**src/hw/video_pkg.sv**
```systemverilog
// video generator package
// timing constants, register numbers and shared types for the raster generator
`default_nettype none

package video_pkg;

    // horizontal timing in pixels, offscreen pixels come first on a line
    localparam int H_VISIBLE        = 16;
    localparam int H_FRONT_PORCH    = 2;
    localparam int H_SYNC_PULSE     = 3;
    localparam int H_BACK_PORCH     = 3;
    localparam int H_OFFSCREEN      = H_FRONT_PORCH + H_SYNC_PULSE + H_BACK_PORCH;
    localparam int H_TOTAL          = 24;

    // vertical timing in lines, visible lines come first
    localparam int V_VISIBLE        = 6;
    localparam int V_FRONT_PORCH    = 1;
    localparam int V_SYNC_PULSE     = 2;
    localparam int V_BACK_PORCH     = 1;
    localparam int V_TOTAL          = 10;

    localparam logic H_SYNC_POLARITY = 1'b0;   // level while in SYNC
    localparam logic V_SYNC_POLARITY = 1'b0;

    typedef logic [4:0]  hcount_t;
    typedef logic [3:0]  vcount_t;
    typedef logic [15:0] word_t;
    typedef logic [15:0] addr_t;               // VRAM word address
    typedef logic [7:0]  color_t;              // palette index

    typedef enum logic [1:0] {
        PRE_SYNC    = 2'b00,
        SYNC        = 2'b01,
        POST_SYNC   = 2'b10,
        VISIBLE     = 2'b11
    } video_state_t;

    typedef enum logic [3:0] {
        VID_CTRL        = 4'h0,
        VID_LEFT        = 4'h1,
        VID_RIGHT       = 4'h2,
        SCANLINE        = 4'h3,                // read only
        VID_HSIZE       = 4'h4,
        VID_VSIZE       = 4'h5,
        PA_GFX_CTRL     = 4'h8,
        PA_DISP_ADDR    = 4'h9,
        PA_LINE_LEN     = 4'hA
    } xr_reg_t;

    // fetch runs two pixels ahead of the display
    localparam hcount_t PF_FETCH_FIRST = hcount_t'(H_OFFSCREEN - 2);
    localparam hcount_t PF_FETCH_END   = hcount_t'(H_OFFSCREEN - 2 + H_VISIBLE);
    localparam hcount_t PF_COL_OFFSET  = hcount_t'(H_OFFSCREEN - 1);

    localparam color_t BORDER_RESET    = 8'h08;   // dark grey
    localparam word_t  LINE_LEN_RESET  = 16'd8;
    localparam logic   PA_BLANK_RESET  = 1'b1;

endpackage

`default_nettype wire

```
**src/hw/video_if.sv**
```systemverilog
// video generator interfaces
// beam position events and playfield configuration
`default_nettype none

interface beam_if
    import video_pkg::*;
();
    hcount_t    h_count;        // current horizontal count
    logic       visible;        // both h and v visible on the next cycle
    logic       line_start;     // first cycle of a visible line
    logic       frame_start;    // first cycle of line 0

    modport timing_mp (
        output h_count,
        output visible,
        output line_start,
        output frame_start
    );

    modport pf_mp (
        input  h_count,
        input  visible,
        input  line_start,
        input  frame_start
    );
endinterface

interface pf_cfg_if
    import video_pkg::*;
();
    logic       blank;          // show border only
    color_t     colorbase;      // XOR'd with each pixel
    addr_t      start_addr;     // first word of the frame
    word_t      line_len;       // words added per line
    color_t     border_color;
    hcount_t    vid_left;       // inclusive
    hcount_t    vid_right;      // exclusive

    modport regs_mp (
        output blank, colorbase, start_addr, line_len, border_color, vid_left, vid_right
    );

    modport pf_mp (
        input  blank, colorbase, start_addr, line_len, border_color, vid_left, vid_right
    );
endinterface

`default_nettype wire

```
**src/hw/video_gen.sv**
```systemverilog
// raster video generator top level
// joins the timing generator, configuration registers and bitmap playfield
`default_nettype none

module video_gen
    import video_pkg::*;
(
    input  wire logic       clk,
    input  wire logic       reset_i,
    input  wire logic       vgen_reg_wr_en_i,     // register write strobe
    input  wire logic [3:0] vgen_reg_num_i,
    input  wire word_t      vgen_reg_data_i,
    output      word_t      vgen_reg_data_o,      // valid one cycle after the number
    input  wire logic [3:0] intr_status_i,
    output      logic [3:0] intr_signal_o,
    output      logic       vram_sel_o,
    output      addr_t      vram_addr_o,
    input  wire word_t      vram_data_i,
    output      color_t     color_index_o,
    output      logic       hsync_o,
    output      logic       vsync_o,
    output      logic       dv_de_o
);

    vcount_t    v_count;
    logic       h_visible;
    logic       v_visible;
    logic       last_visible;

    beam_if     beam();
    pf_cfg_if   cfg();

    video_timing u_timing (
        .clk            (clk),
        .reset_i        (reset_i),
        .h_count_o      (),                 // playfield takes h_count from the beam
        .v_count_o      (v_count),
        .h_visible_o    (h_visible),
        .v_visible_o    (v_visible),
        .last_visible_o (last_visible),
        .hsync_o        (hsync_o),
        .vsync_o        (vsync_o),
        .dv_de_o        (dv_de_o),
        .beam           (beam.timing_mp)
    );

    video_regs u_regs (
        .clk            (clk),
        .reset_i        (reset_i),
        .reg_wr_en_i    (vgen_reg_wr_en_i),
        .reg_num_i      (xr_reg_t'(vgen_reg_num_i)),
        .reg_data_i     (vgen_reg_data_i),
        .reg_data_o     (vgen_reg_data_o),
        .v_count_i      (v_count),
        .h_visible_i    (h_visible),
        .v_visible_i    (v_visible),
        .last_visible_i (last_visible),
        .intr_status_i  (intr_status_i),
        .intr_signal_o  (intr_signal_o),
        .cfg            (cfg.regs_mp)
    );

    video_playfield u_playfield (
        .clk            (clk),
        .reset_i        (reset_i),
        .beam           (beam.pf_mp),
        .cfg            (cfg.pf_mp),
        .vram_sel_o     (vram_sel_o),
        .vram_addr_o    (vram_addr_o),
        .vram_data_i    (vram_data_i),
        .color_index_o  (color_index_o)
    );

endmodule

`default_nettype wire

```
**src/hw/video_playfield.sv**
```systemverilog
// bitmap playfield
// fetches one VRAM word per pixel pair and applies window, border and colorbase
`default_nettype none

module video_playfield
    import video_pkg::*;
(
    input  wire logic       clk,
    input  wire logic       reset_i,
    beam_if.pf_mp           beam,
    pf_cfg_if.pf_mp         cfg,
    output      logic       vram_sel_o,
    output      addr_t      vram_addr_o,
    input  wire word_t      vram_data_i,
    output      color_t     color_index_o
);

    addr_t      line_addr;          // first word of the current line
    addr_t      fetch_addr;
    addr_t      next_line_addr;
    logic       line_active;        // current line is a visible one
    logic       rd_q;               // vram data valid this cycle
    color_t     low_byte;           // odd pixel of the last word
    hcount_t    fetch_pix;
    hcount_t    col;
    color_t     pixel;
    logic       in_window;
    color_t     color_next;

    // fetch stage, two cycles ahead of the display column
    always_comb begin
        fetch_pix      = beam.h_count - PF_FETCH_FIRST;
        vram_sel_o     = line_active && (beam.h_count >= PF_FETCH_FIRST) &&
                         (beam.h_count < PF_FETCH_END) && !fetch_pix[0];
        next_line_addr = beam.frame_start ? cfg.start_addr : line_addr + cfg.line_len;
    end

    assign vram_addr_o = fetch_addr;

    always_ff @(posedge clk) begin
        if (reset_i) begin
            line_active <= 1'b0;
            rd_q        <= 1'b0;
        end else begin
            if (beam.h_count == '0) begin
                line_active <= beam.line_start;
            end
            rd_q <= vram_sel_o;
        end
    end

    always_ff @(posedge clk) begin
        if (beam.line_start) begin
            line_addr  <= next_line_addr;
            fetch_addr <= next_line_addr;
        end else if (vram_sel_o) begin
            fetch_addr <= fetch_addr + 1'b1;
        end
        if (rd_q) begin
            low_byte <= vram_data_i[7:0];
        end
        color_index_o <= color_next;
    end

    // data stage, col is the column shown on the next cycle
    always_comb begin
        col        = beam.h_count - PF_COL_OFFSET;
        pixel      = rd_q ? vram_data_i[15:8] : low_byte;     // high byte is the even pixel
        in_window  = (col >= cfg.vid_left) && (col < cfg.vid_right);
        if (!beam.visible || cfg.blank || !in_window) begin
            color_next = cfg.border_color;
        end else begin
            color_next = pixel ^ cfg.colorbase;
        end
    end

endmodule

`default_nettype wire

```
**src/hw/video_regs.sv**
```systemverilog
// video configuration registers
// write decode, registered read-back and interrupt pulses
`default_nettype none

module video_regs
    import video_pkg::*;
(
    input  wire logic       clk,
    input  wire logic       reset_i,
    input  wire logic       reg_wr_en_i,
    input  wire xr_reg_t    reg_num_i,
    input  wire word_t      reg_data_i,
    output      word_t      reg_data_o,
    input  wire vcount_t    v_count_i,
    input  wire logic       h_visible_i,
    input  wire logic       v_visible_i,
    input  wire logic       last_visible_i,
    input  wire logic [3:0] intr_status_i,
    output      logic [3:0] intr_signal_o,
    pf_cfg_if.regs_mp       cfg
);

    always_ff @(posedge clk) begin
        if (reset_i) begin
            intr_signal_o       <= 4'b0;
            cfg.border_color    <= BORDER_RESET;
            cfg.vid_left        <= '0;
            cfg.vid_right       <= hcount_t'(H_VISIBLE);   // full width
            cfg.blank           <= PA_BLANK_RESET;
            cfg.colorbase       <= '0;
            cfg.start_addr      <= '0;
            cfg.line_len        <= LINE_LEN_RESET;
        end else begin
            intr_signal_o <= 4'b0;                          // pulses last one cycle
            if (reg_wr_en_i) begin
                case (reg_num_i)
                    VID_CTRL: begin
                        cfg.border_color <= reg_data_i[15:8];
                        intr_signal_o    <= reg_data_i[3:0];   // software interrupts
                    end
                    VID_LEFT:     cfg.vid_left   <= reg_data_i[$bits(hcount_t)-1:0];
                    VID_RIGHT:    cfg.vid_right  <= reg_data_i[$bits(hcount_t)-1:0];
                    PA_GFX_CTRL: begin
                        cfg.colorbase <= reg_data_i[15:8];
                        cfg.blank     <= reg_data_i[7];
                    end
                    PA_DISP_ADDR: cfg.start_addr <= reg_data_i;
                    PA_LINE_LEN:  cfg.line_len   <= reg_data_i;
                    default: begin
                    end
                endcase
            end
            // end of visible frame
            if (last_visible_i) begin
                intr_signal_o[3] <= 1'b1;
            end
        end
    end

    // read-back, one cycle behind the register number
    always_ff @(posedge clk) begin
        case (reg_num_i)
            VID_CTRL:     reg_data_o <= {cfg.border_color, 4'b0, intr_status_i};
            VID_LEFT:     reg_data_o <= 16'(cfg.vid_left);
            VID_RIGHT:    reg_data_o <= 16'(cfg.vid_right);
            SCANLINE:     reg_data_o <= {~v_visible_i, ~h_visible_i, 14'(v_count_i)};
            VID_HSIZE:    reg_data_o <= 16'(H_VISIBLE);
            VID_VSIZE:    reg_data_o <= 16'(V_VISIBLE);
            PA_GFX_CTRL:  reg_data_o <= {cfg.colorbase, cfg.blank, 7'b0};
            PA_DISP_ADDR: reg_data_o <= cfg.start_addr;
            PA_LINE_LEN:  reg_data_o <= cfg.line_len;
            default:      reg_data_o <= 16'h0000;
        endcase
    end

endmodule

`default_nettype wire

```
**src/hw/video_timing.sv**
```systemverilog
// video timing generator
// horizontal and vertical counters with four-state sync machines
`default_nettype none

module video_timing
    import video_pkg::*;
(
    input  wire logic       clk,
    input  wire logic       reset_i,
    output      hcount_t    h_count_o,
    output      vcount_t    v_count_o,
    output      logic       h_visible_o,
    output      logic       v_visible_o,
    output      logic       last_visible_o,    // last visible pixel of the frame
    output      logic       hsync_o,
    output      logic       vsync_o,
    output      logic       dv_de_o,
    beam_if.timing_mp       beam
);

    video_state_t   h_state, h_state_next;
    video_state_t   v_state, v_state_next;
    hcount_t        h_count, h_limit;
    vcount_t        v_count, v_limit;
    logic           h_line_last;

    // count at which each state ends
    always_comb begin
        case (h_state)
            PRE_SYNC:   h_limit = hcount_t'(H_FRONT_PORCH - 1);
            SYNC:       h_limit = hcount_t'(H_FRONT_PORCH + H_SYNC_PULSE - 1);
            POST_SYNC:  h_limit = hcount_t'(H_OFFSCREEN - 1);
            default:    h_limit = hcount_t'(H_TOTAL - 1);       // visible
        endcase
        case (v_state)
            PRE_SYNC:   v_limit = vcount_t'(V_VISIBLE + V_FRONT_PORCH - 1);
            SYNC:       v_limit = vcount_t'(V_VISIBLE + V_FRONT_PORCH + V_SYNC_PULSE - 1);
            POST_SYNC:  v_limit = vcount_t'(V_TOTAL - 1);
            default:    v_limit = vcount_t'(V_VISIBLE - 1);
        endcase
    end

    always_comb begin
        h_line_last  = (h_state == VISIBLE) && (h_count == h_limit);
        h_state_next = (h_count == h_limit) ? video_state_t'(h_state + 2'd1) : h_state;
        v_state_next = (h_line_last && v_count == v_limit) ?
                       video_state_t'(v_state + 2'd1) : v_state;
    end

    always_ff @(posedge clk) begin
        if (reset_i) begin
            h_state <= PRE_SYNC;
            v_state <= VISIBLE;                 // frame starts on line 0
            h_count <= '0;
            v_count <= '0;
            hsync_o <= ~H_SYNC_POLARITY;
            vsync_o <= ~V_SYNC_POLARITY;
            dv_de_o <= 1'b0;
        end else begin
            h_state <= h_state_next;
            v_state <= v_state_next;
            if (h_line_last) begin
                h_count <= '0;
                v_count <= (v_count == vcount_t'(V_TOTAL - 1)) ? '0 : v_count + 1'b1;
            end else begin
                h_count <= h_count + 1'b1;
            end
            hsync_o <= (h_state_next == SYNC) ? H_SYNC_POLARITY : ~H_SYNC_POLARITY;
            vsync_o <= (v_state_next == SYNC) ? V_SYNC_POLARITY : ~V_SYNC_POLARITY;
            dv_de_o <= (h_state_next == VISIBLE) && (v_state_next == VISIBLE);
        end
    end

    assign h_count_o        = h_count;
    assign v_count_o        = v_count;
    assign h_visible_o      = (h_state == VISIBLE);
    assign v_visible_o      = (v_state == VISIBLE);
    assign last_visible_o   = h_line_last && (v_state == VISIBLE) && (v_state_next == PRE_SYNC);

    assign beam.h_count     = h_count;
    assign beam.visible     = (h_state_next == VISIBLE) && (v_state_next == VISIBLE);
    assign beam.line_start  = (h_count == '0) && (v_state == VISIBLE);
    assign beam.frame_start = (h_count == '0) && (v_state == VISIBLE) && (v_count == '0);

endmodule

`default_nettype wire

```
**config.mk**
```make
export PLATFORM = sky130hd
export DESIGN_NAME = video_gen
export DESIGN_NICKNAME = d
export VERILOG_FILES = /design/src/hw/video_pkg.sv /design/src/hw/video_if.sv /design/src/hw/video_gen.sv /design/src/hw/video_playfield.sv /design/src/hw/video_regs.sv /design/src/hw/video_timing.sv
export SDC_FILE = /design/constraint.sdc
export NUM_CORES = 1
export LEC_CHECK = 0
export BUFFER_PORTS_ARGS = -buffer_cell sky130_fd_sc_hd__buf_4
export CAP_MARGIN = 15
export CORE_MARGIN = 2
export CORE_UTILIZATION = 45
export CTS_BUF_LIST = sky130_fd_sc_hd__clkbuf_8 sky130_fd_sc_hd__clkbuf_16
export DETAILED_ROUTE_END_ITERATION = 6
export HOLD_SLACK_MARGIN = 0.1
export PLACE_DENSITY = 0.65
export SLEW_MARGIN = 20
export SYNTH_ARGS = -nofsm -noshare
export SYNTH_HDL_FRONTEND = slang
export SYNTH_SLANG_ARGS = --single-unit
```
**constraint.sdc**
```tcl
create_clock -name clk -period 2.4 [get_ports clk]
set_input_delay 0.12 -clock clk [delete_from_list [all_inputs] [get_ports clk]]
set_output_delay 0.12 -clock clk [all_outputs]
set_load 0.05 [all_outputs]
```
# Word-level counts from Yosys, hierarchy flattened
# Index checks and enable logic that the tools add are counted.
dict set report classes {
  add_sub_neg 8
  order_cmp 4
  eq_ne 21
  mux 16
  n_bitwise 5
  reduce_logical 31
}
# op count
set ops {}
lappend ops {{$pmux W16 S9} 1}
lappend ops {{$mux W16} 3}
lappend ops {{$add A16 B1 Y16 const B} 1}
lappend ops {{$add A16 B16 Y16} 1}
lappend ops {{$eq A4 B4 Y1 const B} 4}
lappend ops {{$mux W8} 2}
lappend ops {{$pmux W5 S3} 1}
lappend ops {{$eq A2 B2 Y1 const B} 6}
lappend ops {{$mux W4} 3}
lappend ops {{$pmux W4 S3} 1}
lappend ops {{$reduce_and A2 Y1} 6}
lappend ops {{$logic_and A1 B1 Y1} 11}
lappend ops {{$eq A2 B1 Y1 const B} 4}
lappend ops {{$eq A4 B2 Y1 const B} 2}
lappend ops {{$eq A4 B3 Y1 const B} 2}
lappend ops {{$logic_not A4 Y1} 2}
lappend ops {{$xor A8 B8 Y8} 1}
lappend ops {{$logic_not A2 Y1} 3}
lappend ops {{$add A5 B1 Y5 const B} 1}
lappend ops {{$eq A5 B5 Y1} 1}
lappend ops {{$ge A5 B3 Y1 const B} 1}
lappend ops {{$ge A5 B5 Y1} 1}
lappend ops {{$logic_not A5 Y1} 1}
lappend ops {{$lt A5 B5 Y1} 1}
lappend ops {{15 further kinds} 25}
dict set report totals {
  reg_bits 145
  input_bits 43
  out_inout_bits 48
  word_cells 108
}

# Longest topological paths before layout
dict set report depth {
  word_depth 12
  mapped_depth 11
  mapped_depth_nobuf 10
}

# Hierarchy
# A second synthesis with hierarchy kept.
dict set report unflattened {
  hier_cells 846
  hier_area_um2 7877.6
}
# module instances cells_each area_each_um2 seq_area_each_um2
set modules_own_cells {}
lappend modules_own_cells {video_playfield 1 344 3479.6 1401.3}
lappend modules_own_cells {video_regs 1 386 3389.5 1581.5}
lappend modules_own_cells {video_timing 1 116 1008.5 320.3}

# Least setup slack after synthesis
# OpenSTA, ideal clock, no wires.
dict set report synth_timing {
  path_type {reg2reg}
  from {register u_timing.v_state[0]}
  to {register u_playfield.color_index_o[0]}
  setup_ns 0.121
  t_arrival_ns 2.551
  t_required_ns 2.279
  slack_ns -0.272
  path_stages_with_launch 10
  path_buffers 0
  synth_period_minus_slack_ns 2.672
  cell_sequence {dfxtp_1 -> inv_1 -> ha_1 -> or3b_1 -> a211oi_2 -> nand3_2 -> nor2_1 -> o22ai_1 -> nor4_4 -> mux2_2}
}
dict set report synth_via {
  elab_chain_len 11
  elab_cells_between_ends 14
  cone_classes {1 x add/sub; 4 x eq/ne; 3 x mux; 6 x reduce/logical}
}
# element line
set synth_lines {}
lappend synth_lines {{start, declared} video_timing.sv:22} ;# video_state_t v_state, v_state_next;
lappend synth_lines {{start signal, assigned} video_timing.sv:61} ;# v_state <= v_state_next;
lappend synth_lines {{$eq A2 B2 Y1 (tied with other cells)} video_timing.sv:35} ;# case (v_state)
lappend synth_lines {{$pmux W4 S3} video_timing.sv:35}
lappend synth_lines {{$eq A4 B4 Y1} video_timing.sv:46} ;# v_state_next = (h_line_last && v_count == v_limit) ?
lappend synth_lines {{$logic_and A1 B1 Y1} video_timing.sv:46}
lappend synth_lines {{$mux W2 (*)} video_timing.sv:46}
lappend synth_lines {{$eq A2 B2 Y1 (*)} video_timing.sv:81} ;# assign beam.visible = (h_state_next == VISIBLE) && (v_state_next == VISIBLE);
lappend synth_lines {{$logic_and A1 B1 Y1 (*)} video_timing.sv:81}
lappend synth_lines {{$logic_not A1 Y1 (*)} video_playfield.sv:70} ;# if (!beam.visible || cfg.blank || !in_window) begin
lappend synth_lines {{$logic_or A1 B1 Y1 (*) (2 in series)} video_playfield.sv:70}
lappend synth_lines {{$mux W8 (*)} video_playfield.sv:70}
lappend synth_lines {{net u_playfield.color_next[0]} video_playfield.sv:28} ;# color_t color_next;
lappend synth_lines {{end signal, assigned} video_playfield.sv:62} ;# color_index_o <= color_next;
lappend synth_lines {{end, declared} video_playfield.sv:15} ;# output color_t color_index_o
# Mark *: on every way through the listed nets, which the timed path passes. The rest lies on a longest branch.
# A chain may end at the register's enable or synchronous reset.

# Final worst setup path
dict set report layout_timing {
  from {register u_timing.v_state[0]}
  to {register u_playfield.color_index_o[6]}
}
# Same word-level chain as after synthesis.

==> run summary <==
CP peak stage delay: 0.37 ns
synthesized net count: 874
dominant synthesized flop cell: dfxtp_1
EDFF count, synth: 40
met1 wire length: 8340 um
Total Routing Usage GR: 22.5%
GRT Residual Overflow: 0
Max Cap Viol: 0
most frequent cells in the layout: nand2_1, buf_4, dfxtp_1, a21oi_1, nor2_1
clk_skew: 0.00856 ns
power consumption: 7.17 mW
CTS H-tree depth: 4
Syn Area/Cell: 9.08 um2
Layout area overhead: 31.8%
Fillers: 1,372
Worst setup EP type: flip-flop
CP max-delay cell: or3b_4
Post-synth ARST share: 0%
DR vias/cell: 5.31
Final Non-Filler Cells: 1,180
Hold Crit Class: in2reg
Final WS setup: -0.0838 ns
Clock Latency Late Sink: 0.43 ns
most common cell after layout, fill and taps aside: nand2_1
Iteration-0 DRC Markers: 421
Worst Path Max Fanout: 8
Post-Route Utilization: 60.4%
CTS tree: done
Crit path arrival time: 2.80 ns
met3 WL: 1020 um
Max Freq: 403 MHz
post-synthesis cell type count: 62
antenna viol nets, final: 0
Relative slew margins: 48.5%
clock buffers created by TritonCTS: 17
placed cell count: 1,117
post-route design area: 9520 um2
Port Buffer Count: 90
clk buf depth: 2
crit start category: flip-flop
IO Count: 91
WL/cell: 16.2 um
DR top layer: met4
DPL Wire Length: 13,600 um
share of cells above drive strength 1: 24.1%
pin slew with the least headroom to its limit: 0.772 ns
critical path cell sequence: inv_2, ha_4, or3b_4, a211oi_2, nand3_2, nor2_2, o22ai_2, nor4_4, buf_12, mux2_4
Final nets: 1,029
total negative setup slack: -0.650 ns
WP data required: 2.71 ns
Leak: 3.89 nW
row count: 46
unrepaired setup endpoints after global routing: true
period utilization: 103%
violated checks: negative setup slack
vias after detailed routing: 6,263
gpl congestion: 0.866
status: finished with violations
Die X: 131 um
initial antenna violation count: 0
CTS sink count: 145
register area share after synthesis: 45.7%
core region area: 15,800 um2
Hold Vio Cnt, Final: 0
met2 WL: 9460 um
Peak supply drop: 0.000475 V
min Tclk post-route: 2.48 ns
final setup fails: 8
Post-Syn Instances: 796
Synth Cell Area: 7230 um2
Antenna Cells: 0
clk slew on worst S/H paths: 0.06 ns
placed cell areas: 8520 um2
Power Density: 753 nW/um2
global-route wire length before repair: 29,800 um
DR pass1 iterations: 5
number of global-route vias before repair: 5,869
Root Buffer: clkbuf_16
initial core utilization: 45.8%
CP Class: reg2reg
die area: 17,100 um2
Die H: 131 um
#FFs+latches synth: 145
largest net degree at the start of global routing: 73
wirelength, routed: 19,100 um
Ys Warns: 0
DRC: 0
Final Max Slew Viols: 0
==> metrics by stage <==
stage / hold WS [ns] / setup slack (ns)
after global routing: 0.141 / -0.185
after floorplan: 0.219 / -0.237
after detailed placement: 0.299 / -0.0772
after CTS: 0.125 / -0.0749
after global placement: 0.299 / -0.0398
final: 0.128 / -0.0838
==> kinds of logic after synthesis <==
group	synth area share [%]
mux	5.21
fa+ha+maj	6.16
compound gates	15.6
xor+xnor	5.21
simple gates	18.4
buf+inv	3.69
flops	45.7
==> registers in the layout, indices dropped and copies added, names as in the netlist, 16 cells and up <==
| signal | count |
|---|---|
| u_regs.cfg.line_len | 16 |
| u_playfield.vram_addr_o | 16 |
| u_regs.cfg.start_addr | 16 |
| u_playfield.line_addr | 16 |
| u_regs.reg_data_o | 16 |
==> timing repair <==
action                     in CTS  in global routing
setup buffers                   1                  1
hold buffers                   29                  0
resized for setup               4                 28
hold endpoints to repair       73                  0
pin swaps                       2                 10
setup endpoints to repair      13                 30
==> power by group <==
| group | switching [mW] | total [mW] | internal [mW] |
|---|---|---|---|
| combinational | 0.980 | 1.68 | 0.697 |
| clock | 1.06 | 2.61 | 1.55 |
| sequential | 0.132 | 2.89 | 2.75 |
| total | 2.17 | 7.17 | 5.00 |
==> Yosys cell counts, drive strengths merged, types with 3 or more instances <==
master	count	area share, %
mux2i	23	3.2
dfxtp	105	29
a22oi	15	1.6
xnor2	28	3.4
and2	8	0.69
ha	34	5.9
nor2	53	2.8
nor3b	4	0.48
o21a	8	0.83
mux2	11	1.7
nor2b	11	0.95
and3	6	0.52
edfxtp	40	17
o21ai	23	1.6
nand2b	6	0.52
inv	28	1.5
nand2	154	8.0
nand3	23	1.7
o2111ai	3	0.36
a222oi	3	0.42
o31ai	4	0.42
a21oi	72	5.0
a221o	3	0.42
xor2	15	1.8
a211oi	6	0.69
o211ai	8	0.83
nor4	3	0.47
nand4	4	0.35
nand3b	4	0.42
clkbuf	37	1.9
buf	3	0.26
a31oi	6	0.52
nor3	11	0.76
a21o	5	0.52
==> worst max-delay path: cells and delay by family (launching register included) <==
| family | cells | cell delay [ns] |
|---|---|---|
| adders and majority gates | 1 | 0.23 |
| DFF | 1 | 0.33 |
| AOI/OAI and AO/OA | 2 | 0.35 |
| and+or+nand+nor | 4 | 0.93 |
| buffers and inverters | 2 | 0.23 |
| muxes | 1 | 0.29 |
==> cell type report <==
type | instances | area, um2 | area share, %
Tap cell | 216 | 270 | 2.84
Clock inverter | 14 | 139 | 1.46
Timing Repair Buffer | 176 | 1420 | 14.9
Multi-Input combinational cell | 582 | 3830 | 40.3
Sequential cell | 145 | 3310 | 34.7
Inverter | 29 | 109 | 1.14
Clock buffer | 18 | 439 | 4.61
==> path summary, 6_finish.rpt <==
kind	end	from	slack [ns]	depth (start not counted)
setup / recovery	u_playfield.color_index_o[6]	u_timing.v_state[0]	-0.08	10
hold / removal	u_playfield.color_index_o[5]	vram_data_i[13]	0.13	4
setup reg to reg	u_playfield.color_index_o[6]	u_timing.v_state[0]	-0.08	10
hold reg to reg	u_regs.cfg.border_color[7]	u_regs.cfg.border_color[7]	0.48	2
==> routing by layer <==
layer,up-vias,track usage [%]
met4,0,6.70
met3,26,4.19
met2,199,38.0
met5,-,0
met1,2922,29.7
li1,3116,-
(Power assumes the default switching activity.)
